==> src/fontGlyphs.mem <==
// One byte per glyph row, bit 7 is the leftmost pixel, 8 rows per glyph: digits 0-9, then colon
3C
66
6E
76
66
66
3C
00
18
38
18
18
18
18
7E
00
3C
66
06
0C
18
30
7E
00
3C
66
06
1C
06
66
3C
00
0C
1C
3C
6C
7E
0C
0C
00
7E
60
7C
06
06
66
3C
00
3C
60
7C
66
66
66
3C
00
7E
06
0C
18
30
30
30
00
3C
66
66
3C
66
66
3C
00
3C
66
66
3E
06
0C
38
00
00
18
18
00
18
18
00
00

==> src/rtcDisplayPkg.sv <==
`default_nettype none

package rtcDisplayPkg;

    ////////////////////////////////////////
    // VGA 640x480 timing, one pixel per clk
    ////////////////////////////////////////

    // Horizontal, in pixels
    parameter int hVisible = 640;
    parameter int hFront   = 16;
    parameter int hSync    = 96;
    parameter int hBack    = 48;
    parameter int hTotal   = hVisible + hFront + hSync + hBack; // 800

    // Vertical, in lines
    parameter int vVisible = 480;
    parameter int vFront   = 10;
    parameter int vSync    = 2;
    parameter int vBack    = 33;
    parameter int vTotal   = vVisible + vFront + vSync + vBack; // 525

    typedef logic [9:0]  pixelCoord;     // Screen x or y
    typedef logic [6:0]  asciiCode;      // Low nibble doubles as glyph index
    typedef logic [11:0] rgbColor;       // 4 bits each R, G, B

    parameter rgbColor textColor = 12'hFFF; // White text on black

    parameter int fieldCount = 6;        // sec, min, hour, date, month, year
    parameter int glyphRows  = 8;        // 8x8 font

endpackage

`default_nettype wire

==> src/vgaSync.sv <==
`timescale 1ns/1ps
`default_nettype none

module vgaSync import rtcDisplayPkg::*; (
    input  logic      clk,
    input  logic      rstN,
    output pixelCoord pixelX,
    output pixelCoord pixelY,
    output logic      videoOn,
    output logic      hsync,
    output logic      vsync,
    output logic      frameBlank
);

    pixelCoord hCount;   // Pixel within line
    pixelCoord vCount;   // Line within frame
    logic      hEnd;     // Last pixel of line
    logic      vEnd;     // Last line of frame

    assign hEnd = (hCount == pixelCoord'(hTotal - 1));
    assign vEnd = (vCount == pixelCoord'(vTotal - 1));

    ////////////////////////////////////////
    // Scan counters
    ////////////////////////////////////////

    always_ff @(posedge clk or negedge rstN) begin
        if (!rstN) begin
            hCount <= '0;
            vCount <= '0;
        end else if (hEnd) begin
            hCount <= '0;
            vCount <= vEnd ? '0 : vCount + 1'b1; // Step line at end of each row
        end else begin
            hCount <= hCount + 1'b1;
        end
    end

    ////////////////////////////////////////
    // Decode from counters
    ////////////////////////////////////////

    assign pixelX = hCount;
    assign pixelY = vCount;

    assign videoOn = (hCount < pixelCoord'(hVisible)) && (vCount < pixelCoord'(vVisible));

    // Sync pulses sit between front and back porch, active low
    assign hsync = !((hCount >= pixelCoord'(hVisible + hFront)) &&
                     (hCount <  pixelCoord'(hVisible + hFront + hSync)));
    assign vsync = !((vCount >= pixelCoord'(vVisible + vFront)) &&
                     (vCount <  pixelCoord'(vVisible + vFront + vSync)));

    assign frameBlank = (vCount >= pixelCoord'(vVisible)); // Whole vertical blanking

endmodule

`default_nettype wire

==> src/rtcCapture.sv <==
`timescale 1ns/1ps
`default_nettype none

module rtcCapture import rtcDisplayPkg::*; (
    input  logic       clk,
    input  logic       rstN,
    input  logic       frameBlank,
    input  logic       rtcValid,
    input  logic [7:0] rtcData,
    output asciiCode   secTens,
    output asciiCode   secUnits,
    output asciiCode   minTens,
    output asciiCode   minUnits,
    output asciiCode   hourTens,
    output asciiCode   hourUnits,
    output asciiCode   dateTens,
    output asciiCode   dateUnits,
    output asciiCode   monthTens,
    output asciiCode   monthUnits,
    output asciiCode   yearTens,
    output asciiCode   yearUnits
);

    logic       blankPrev;     // frameBlank one cycle back
    logic       blankRise;     // Start of vertical blanking
    logic [2:0] fieldCnt;      // Fields taken this blanking
    logic [2:0] curCnt;        // Count seen by this cycle
    logic       accept;        // Byte taken this cycle
    logic       commitPend;    // Sixth field just staged
    logic [3:0] tensVal;       // Decimal digits of rtcData
    logic [3:0] unitsVal;

    asciiCode stageTens  [fieldCount];  // Filled during blanking
    asciiCode stageUnits [fieldCount];
    asciiCode dispTens   [fieldCount];  // What the screen shows
    asciiCode dispUnits  [fieldCount];

    function automatic asciiCode toAscii(input logic [3:0] digit);
        return asciiCode'(7'h30 + {3'b000, digit}); // '0' + digit
    endfunction

    always_comb begin
        blankRise = frameBlank & ~blankPrev;
        curCnt    = blankRise ? 3'd0 : fieldCnt;  // New sequence restarts at slot 0
        accept    = frameBlank & rtcValid & (curCnt < 3'(fieldCount));
        tensVal   = 4'((rtcData / 8'd10) % 8'd10);
        unitsVal  = 4'(rtcData % 8'd10);
    end

    ////////////////////////////////////////
    // Count, stage, commit
    ////////////////////////////////////////

    always_ff @(posedge clk or negedge rstN) begin
        if (!rstN) begin
            blankPrev  <= 1'b0;
            fieldCnt   <= '0;
            commitPend <= 1'b0;
            for (int i = 0; i < fieldCount; i++) begin
                stageTens[i]  <= 7'h30;
                stageUnits[i] <= 7'h30;
                dispTens[i]   <= 7'h30;
                dispUnits[i]  <= 7'h30;
            end
        end else begin
            blankPrev  <= frameBlank;
            fieldCnt   <= accept ? curCnt + 1'b1 : curCnt;
            commitPend <= accept && (curCnt == 3'(fieldCount - 1)); // Last field in
            if (accept) begin
                stageTens[curCnt]  <= toAscii(tensVal);
                stageUnits[curCnt] <= toAscii(unitsVal);
            end
            if (commitPend) begin
                for (int i = 0; i < fieldCount; i++) begin
                    dispTens[i]  <= stageTens[i];   // All fields switch together
                    dispUnits[i] <= stageUnits[i];
                end
            end
        end
    end

    // Slot order follows RTC field order
    assign secTens    = dispTens[0];
    assign secUnits   = dispUnits[0];
    assign minTens    = dispTens[1];
    assign minUnits   = dispUnits[1];
    assign hourTens   = dispTens[2];
    assign hourUnits  = dispUnits[2];
    assign dateTens   = dispTens[3];
    assign dateUnits  = dispUnits[3];
    assign monthTens  = dispTens[4];
    assign monthUnits = dispUnits[4];
    assign yearTens   = dispTens[5];
    assign yearUnits  = dispUnits[5];

endmodule

`default_nettype wire

==> src/textRenderer.sv <==
`timescale 1ns/1ps
`default_nettype none

module textRenderer import rtcDisplayPkg::*; #(
    parameter pixelCoord textOriginX = 10'd288,
    parameter pixelCoord textOriginY = 10'd232
) (
    input  logic      clk,
    input  logic      rstN,
    input  pixelCoord pixelX,
    input  pixelCoord pixelY,
    input  logic      videoOn,
    input  logic      hsyncIn,
    input  logic      vsyncIn,
    input  asciiCode  secTens,
    input  asciiCode  secUnits,
    input  asciiCode  minTens,
    input  asciiCode  minUnits,
    input  asciiCode  hourTens,
    input  asciiCode  hourUnits,
    input  asciiCode  dateTens,
    input  asciiCode  dateUnits,
    input  asciiCode  monthTens,
    input  asciiCode  monthUnits,
    input  asciiCode  yearTens,
    input  asciiCode  yearUnits,
    output rgbColor   rgb,
    output logic      hsync,
    output logic      vsync
);

    localparam int       blockW    = 8 * glyphRows;   // 8 characters, square glyphs
    localparam int       blockH    = 2 * glyphRows;   // 2 text rows
    localparam int       romDepth  = 11 * glyphRows;  // Digits plus colon
    localparam asciiCode colonCode = 7'h3A;
    localparam asciiCode spaceCode = 7'h20;

    logic [7:0] glyphRom [romDepth];
    initial $readmemh("/design/src/fontGlyphs.mem", glyphRom);

    pixelCoord  relX, relY;       // Offset inside text block
    logic       inBlock;
    asciiCode   charCode;
    logic [6:0] romAddr;          // index*8 + glyph row
    logic [7:0] glyphWord;        // Stage 1 ROM word
    logic [2:0] bitCol1;          // Stage 1 pixel column
    logic       blank1, videoOn1, hsync1, vsync1;

    always_comb begin
        relX    = pixelX - textOriginX;
        relY    = pixelY - textOriginY;
        inBlock = (pixelX >= textOriginX) && (relX < pixelCoord'(blockW)) &&
                  (pixelY >= textOriginY) && (relY < pixelCoord'(blockH));
        charCode = spaceCode;
        if (inBlock) begin
            case ({relY[3], relX[5:3]})  // Text row, character column
                4'd0:  charCode = hourTens;
                4'd1:  charCode = hourUnits;
                4'd2:  charCode = colonCode;
                4'd3:  charCode = minTens;
                4'd4:  charCode = minUnits;
                4'd5:  charCode = colonCode;
                4'd6:  charCode = secTens;
                4'd7:  charCode = secUnits;
                4'd8:  charCode = dateTens;
                4'd9:  charCode = dateUnits;
                4'd10: charCode = spaceCode;   // Blank separator
                4'd11: charCode = monthTens;
                4'd12: charCode = monthUnits;
                4'd13: charCode = spaceCode;
                4'd14: charCode = yearTens;
                4'd15: charCode = yearUnits;
            endcase
        end
        romAddr = {charCode[3:0], relY[2:0]};
    end

    ////////////////////////////////////////
    // Stage 1 ROM read, stage 2 color
    ////////////////////////////////////////

    always_ff @(posedge clk) begin
        glyphWord <= glyphRom[romAddr];
        bitCol1   <= relX[2:0];
    end

    always_ff @(posedge clk or negedge rstN) begin
        if (!rstN) begin
            blank1   <= 1'b1;
            videoOn1 <= 1'b0;
            hsync1   <= 1'b1;
            vsync1   <= 1'b1;
            rgb      <= '0;
            hsync    <= 1'b1;
            vsync    <= 1'b1;
        end else begin
            blank1   <= (charCode[6:4] == 3'h2);  // Space draws nothing
            videoOn1 <= videoOn;
            hsync1   <= hsyncIn;
            vsync1   <= vsyncIn;
            rgb      <= (glyphWord[~bitCol1] && !blank1 && videoOn1) ? textColor : '0; // Bit 7 leftmost
            hsync    <= hsync1;   // Syncs ride along with pixel
            vsync    <= vsync1;
        end
    end

endmodule

`default_nettype wire

==> src/rtcDisplay.sv <==
`timescale 1ns/1ps
`default_nettype none

module rtcDisplay import rtcDisplayPkg::*; #(
    parameter pixelCoord textOriginX = 10'd288,  // Centers 64x16 block
    parameter pixelCoord textOriginY = 10'd232
) (
    input  logic       clk,
    input  logic       rstN,
    input  logic       rtcValid,
    input  logic [7:0] rtcData,
    output rgbColor    rgb,
    output logic       hsync,
    output logic       vsync
);

    pixelCoord pixelX, pixelY;
    logic      videoOn, hsyncRaw, vsyncRaw, frameBlank;
    asciiCode  secTens, secUnits, minTens, minUnits, hourTens, hourUnits;
    asciiCode  dateTens, dateUnits, monthTens, monthUnits, yearTens, yearUnits;

    vgaSync scanGen (
        .clk(clk), .rstN(rstN), .pixelX(pixelX), .pixelY(pixelY), .videoOn(videoOn),
        .hsync(hsyncRaw), .vsync(vsyncRaw), .frameBlank(frameBlank)
    );

    rtcCapture capture (
        .clk(clk), .rstN(rstN), .frameBlank(frameBlank), .rtcValid(rtcValid),
        .rtcData(rtcData), .secTens(secTens), .secUnits(secUnits), .minTens(minTens),
        .minUnits(minUnits), .hourTens(hourTens), .hourUnits(hourUnits),
        .dateTens(dateTens), .dateUnits(dateUnits), .monthTens(monthTens),
        .monthUnits(monthUnits), .yearTens(yearTens), .yearUnits(yearUnits)
    );

    textRenderer #(.textOriginX(textOriginX), .textOriginY(textOriginY)) renderer (
        .clk(clk), .rstN(rstN), .pixelX(pixelX), .pixelY(pixelY), .videoOn(videoOn),
        .hsyncIn(hsyncRaw), .vsyncIn(vsyncRaw), .secTens(secTens), .secUnits(secUnits),
        .minTens(minTens), .minUnits(minUnits), .hourTens(hourTens),
        .hourUnits(hourUnits), .dateTens(dateTens), .dateUnits(dateUnits),
        .monthTens(monthTens), .monthUnits(monthUnits), .yearTens(yearTens),
        .yearUnits(yearUnits), .rgb(rgb), .hsync(hsync), .vsync(vsync)
    );

endmodule

`default_nettype wire

==> config.mk <==
export PLATFORM = sky130hd
export DESIGN_NAME = rtcDisplay
export DESIGN_NICKNAME = d
export VERILOG_FILES = /design/src/rtcDisplayPkg.sv /design/src/vgaSync.sv /design/src/rtcCapture.sv /design/src/textRenderer.sv /design/src/rtcDisplay.sv
export SDC_FILE = /design/constraint.sdc
export NUM_CORES = 1
export LEC_CHECK = 0
export BUFFER_PORTS_ARGS = -buffer_cell sky130_fd_sc_hd__buf_2
export CAP_MARGIN = 20
export CORE_ASPECT_RATIO = 0.7
export CORE_UTILIZATION = 40
export CTS_CLUSTER_SIZE = 28
export DETAILED_ROUTE_END_ITERATION = 7
export PLACE_DENSITY_LB_ADDON = 0.25
export REMOVE_ABC_BUFFERS = 1
export SLEW_MARGIN = 5
export SYNTH_ARGS = -nofsm -noshare
export SYNTH_HDL_FRONTEND = slang
export SYNTH_SLANG_ARGS = --single-unit
export TNS_END_PERCENT = 50
==> constraint.sdc <==
create_clock -name clk -period 2 [get_ports clk]
set_clock_uncertainty 0.05 [all_clocks]
set_input_delay 0.1 -clock clk [delete_from_list [all_inputs] [get_ports clk]]
set_output_delay 0.1 -clock clk [all_outputs]
set_load 0.03 [all_outputs]
==> summary.md <==
| Metric | Value |
|---|---|
| Initial Util | 43.7% |
| Seq/Total Area, Yosys | 47.4% |
| Startpoint types | flop |
| DRT antenna net count | 0 |
| Crit Path Class | flop to flop |
| Synth Register Bits | 24 |
| Die X | 69.6 um |
| TritonCTS Buffers | 3 |
| Crit end category | flop |
| WL/cell | 12.3 um |
| Synth Area per Inst | 10.2 um^2 |
| Residual DRC | 0 |
| Max Fanout on Critical Path | 9 |
| Syn Std Cell Area | 1280 um^2 |
| I/O pin cnt | 25 |
| Final hold slack | 0.290 ns |
| Required time worst endpoint | 2.09 ns |
| Min Tclk post-route | 1.79 ns |
| Clock sink count | 24 |
| Switching share of total power | 20.6% |
| Most common cell after layout, fill and taps aside | dfrtp_1 |
| Rel. slew slack | 63.6% |
| DR vias | 841 |
| Post-synth top flop | dfrtp_1 |
| Pleak | 0.000589 uW |
| Seq pwr share | 51.0% |
| Initial antenna violation count | 0 |
| Combinational share of power | 4.3% |
| Async SR Flop Fraction | 100% |
| DR iter-0 viols | 45 |
| Cell variety after synth | 33 |
| Fin util | 47.1% |
| Ant. Diodes | 0 |
| Total GRT Usage | 13.7% |
| Area Growth Syn to Fin | 7.63% |
| Maximum VDD drop | 0.349 mV |
| EDFF count, synth | 0 |
| Ys Warns | 0 |
| Pre-antenna DRT Iters | 4 |
| Most frequent cells in the layout | 20 x dfrtp_1, 12 x nand3_1, 12 x conb_1 |
| Hpwl dp | 1.46 mm |
| Final WL | 2.07 mm |
| Net Sw Power | 196 uW |
| Max-Cap Viols | 0 |
| Row Count | 16 |
| Largest net degree at the start of global routing | 25 |
| Final period util | 89.4% |
| Clock latency on the worst-skew pair | 0.27 ns |
| Setup TNS | 0 ns |
| Number of port buffers | 3 |
| Gpl congestion | 0.749 |
| Power density cells | 691 nW/um^2 |
| Non-Filler Instances | 168 |
| Cells after DPL | 163 |
| CTS tree | yes |
| DP Worst Slack | 0.120 ns |
| Setup ws final | 0.212 ns |
| Clk pwr share | 44.7% |
| Final hold violations | 0 |
| Nets | 148 |
| Max-slew violations | 0 |
| Synthesized instance count | 125 |
| Worst slew pin tran | 0.546 ns |
| Pint | 755 uW |
| Outcome | complete, no violations |
| DR vias/cell | 5.01 |
| FMAX | 559 MHz |
| First-pass GRT wire length | 3.64 mm |
| Clk slew on worst S/H paths | 0.09 ns |
| Layout cells sized above 1 | 15.2% |
| Core box area | 2920 um^2 |
| Die H | 49.3 um |
| Reg2reg setup slack | 0.21 ns |
| RSZ-0062 raised after global routing | false |
| Final setup viols | 0 |
| Grt ovf | 0 |
| Die area | 3430 um^2 |
| Hold Crit Class | input port to asynchronous set/reset pin |
| CTS H-tree lvls | 1 |
| Crit path DAT | 1.88 ns |
| Number of global-route vias before repair | 766 |
| Root Driver | clkbuf_8 |
| CTS max path bufs | 2 |
==> stage by stage <==
step	total power, uW	area, um^2
5_1_grt	997	1380
6_report	951	1380
2_1_floorplan	524	1220
4_1_cts	966	1370
3_3_place_gp	534	1290
3_5_place_dp	535	1290
==> logic make-up (layout without fill, tap and decap cells) <==
family,count (synthesis),in the layout,synth area share (%)
adder cells (fa/ha/maj),4,4,3.91
other,1,12,0.293
flip-flops,24,24,47.4
XOR/XNOR,10,10,6.85
AO/OA/AOI/OAI,16,16,7.34
AND/OR/NAND/NOR,48,48,23.7
buffers and inverters,22,18,10.6
==> timing repair <==
item | 4_1_cts | 5_1_grt
hold endpoints to repair | 20 | 0
setup buffers | 0 | 0
resized for setup | 0 | 1
setup endpoints to repair | 0 | 2
hold buffers | 1 | 0
==> synthesized netlist by cell type, drive strengths merged (2+ instances only) <==
cell	count	area share, %
dfrtp	20	39
buf	13	7.9
nand3	12	4.7
nand2	10	2.9
inv	9	2.6
xnor2	7	4.8
nor2	6	1.8
o21ai	6	2.3
dfstp	4	8.2
ha	4	3.9
nor3	4	2.0
a21oi	3	1.2
nand4	3	2.0
o22ai	3	1.5
or3	3	1.9
xor2	3	2.1
a31oi	2	0.98
and3	2	0.98
nor4	2	3.3
==> worst paths after layout <==
path                              startpoint                end  depth (start not counted)
min reg2reg                  renderer.vsync1     renderer.vsync                          0
max reg2reg                scanGen.pixelX[0]  scanGen.pixelX[9]                          5
max in group asynchronous               rstN  scanGen.pixelX[2]                          2
min in group clk             renderer.vsync1     renderer.vsync                          0
max                        scanGen.pixelX[0]  scanGen.pixelX[9]                          5
min                                     rstN  scanGen.pixelY[6]                          2
==> registers in the layout (all words and copies together) (netlist names) <==
signal and cells:
scanGen.pixelX 10, scanGen.pixelY 10, renderer.hsync 1, renderer.hsync1 1, renderer.vsync 1, renderer.vsync1 1
==> critical path: stages, from the launching register on <==
cell and delay [ns]:
dfrtp_1 0.42, ha_1 0.28, nand4_4 0.22, or3_4 0.48
o311ai_1 0.10, o41ai_1 0.11
==> power groups by stage <==
stage / clock (uW) / combinational, uW / sequential, uW
final: 425 / 41.0 / 485
after global routing: 467 / 44.6 / 485
after CTS: 439 / 41.6 / 485
after detailed placement: 0 / 40.2 / 495
after global placement: 0 / 39.7 / 495
after floorplan: 0 / 29.2 / 495
==> layout make-up <==
type	count	area, um^2
Sequential cell	24	606
Multi-Input combinational cell	90	588
Inverter	9	33.8
Clock buffer	3	41.3
Clock inverter	1	30.0
Fill cell	276	1550
Timing Repair Buffer	5	32.5
Tap cell	36	45.0
==> per-layer routing <==
metal	share of wire, %	up-vias	global-route usage [%]
met1	54	405	20.5
met3	4.0	3	4.96
li1	-	419	-
met5	0	-	0
met4	0.53	0	2.04
met2	41	14	19.1
Power figures use the tool's default switching activity.
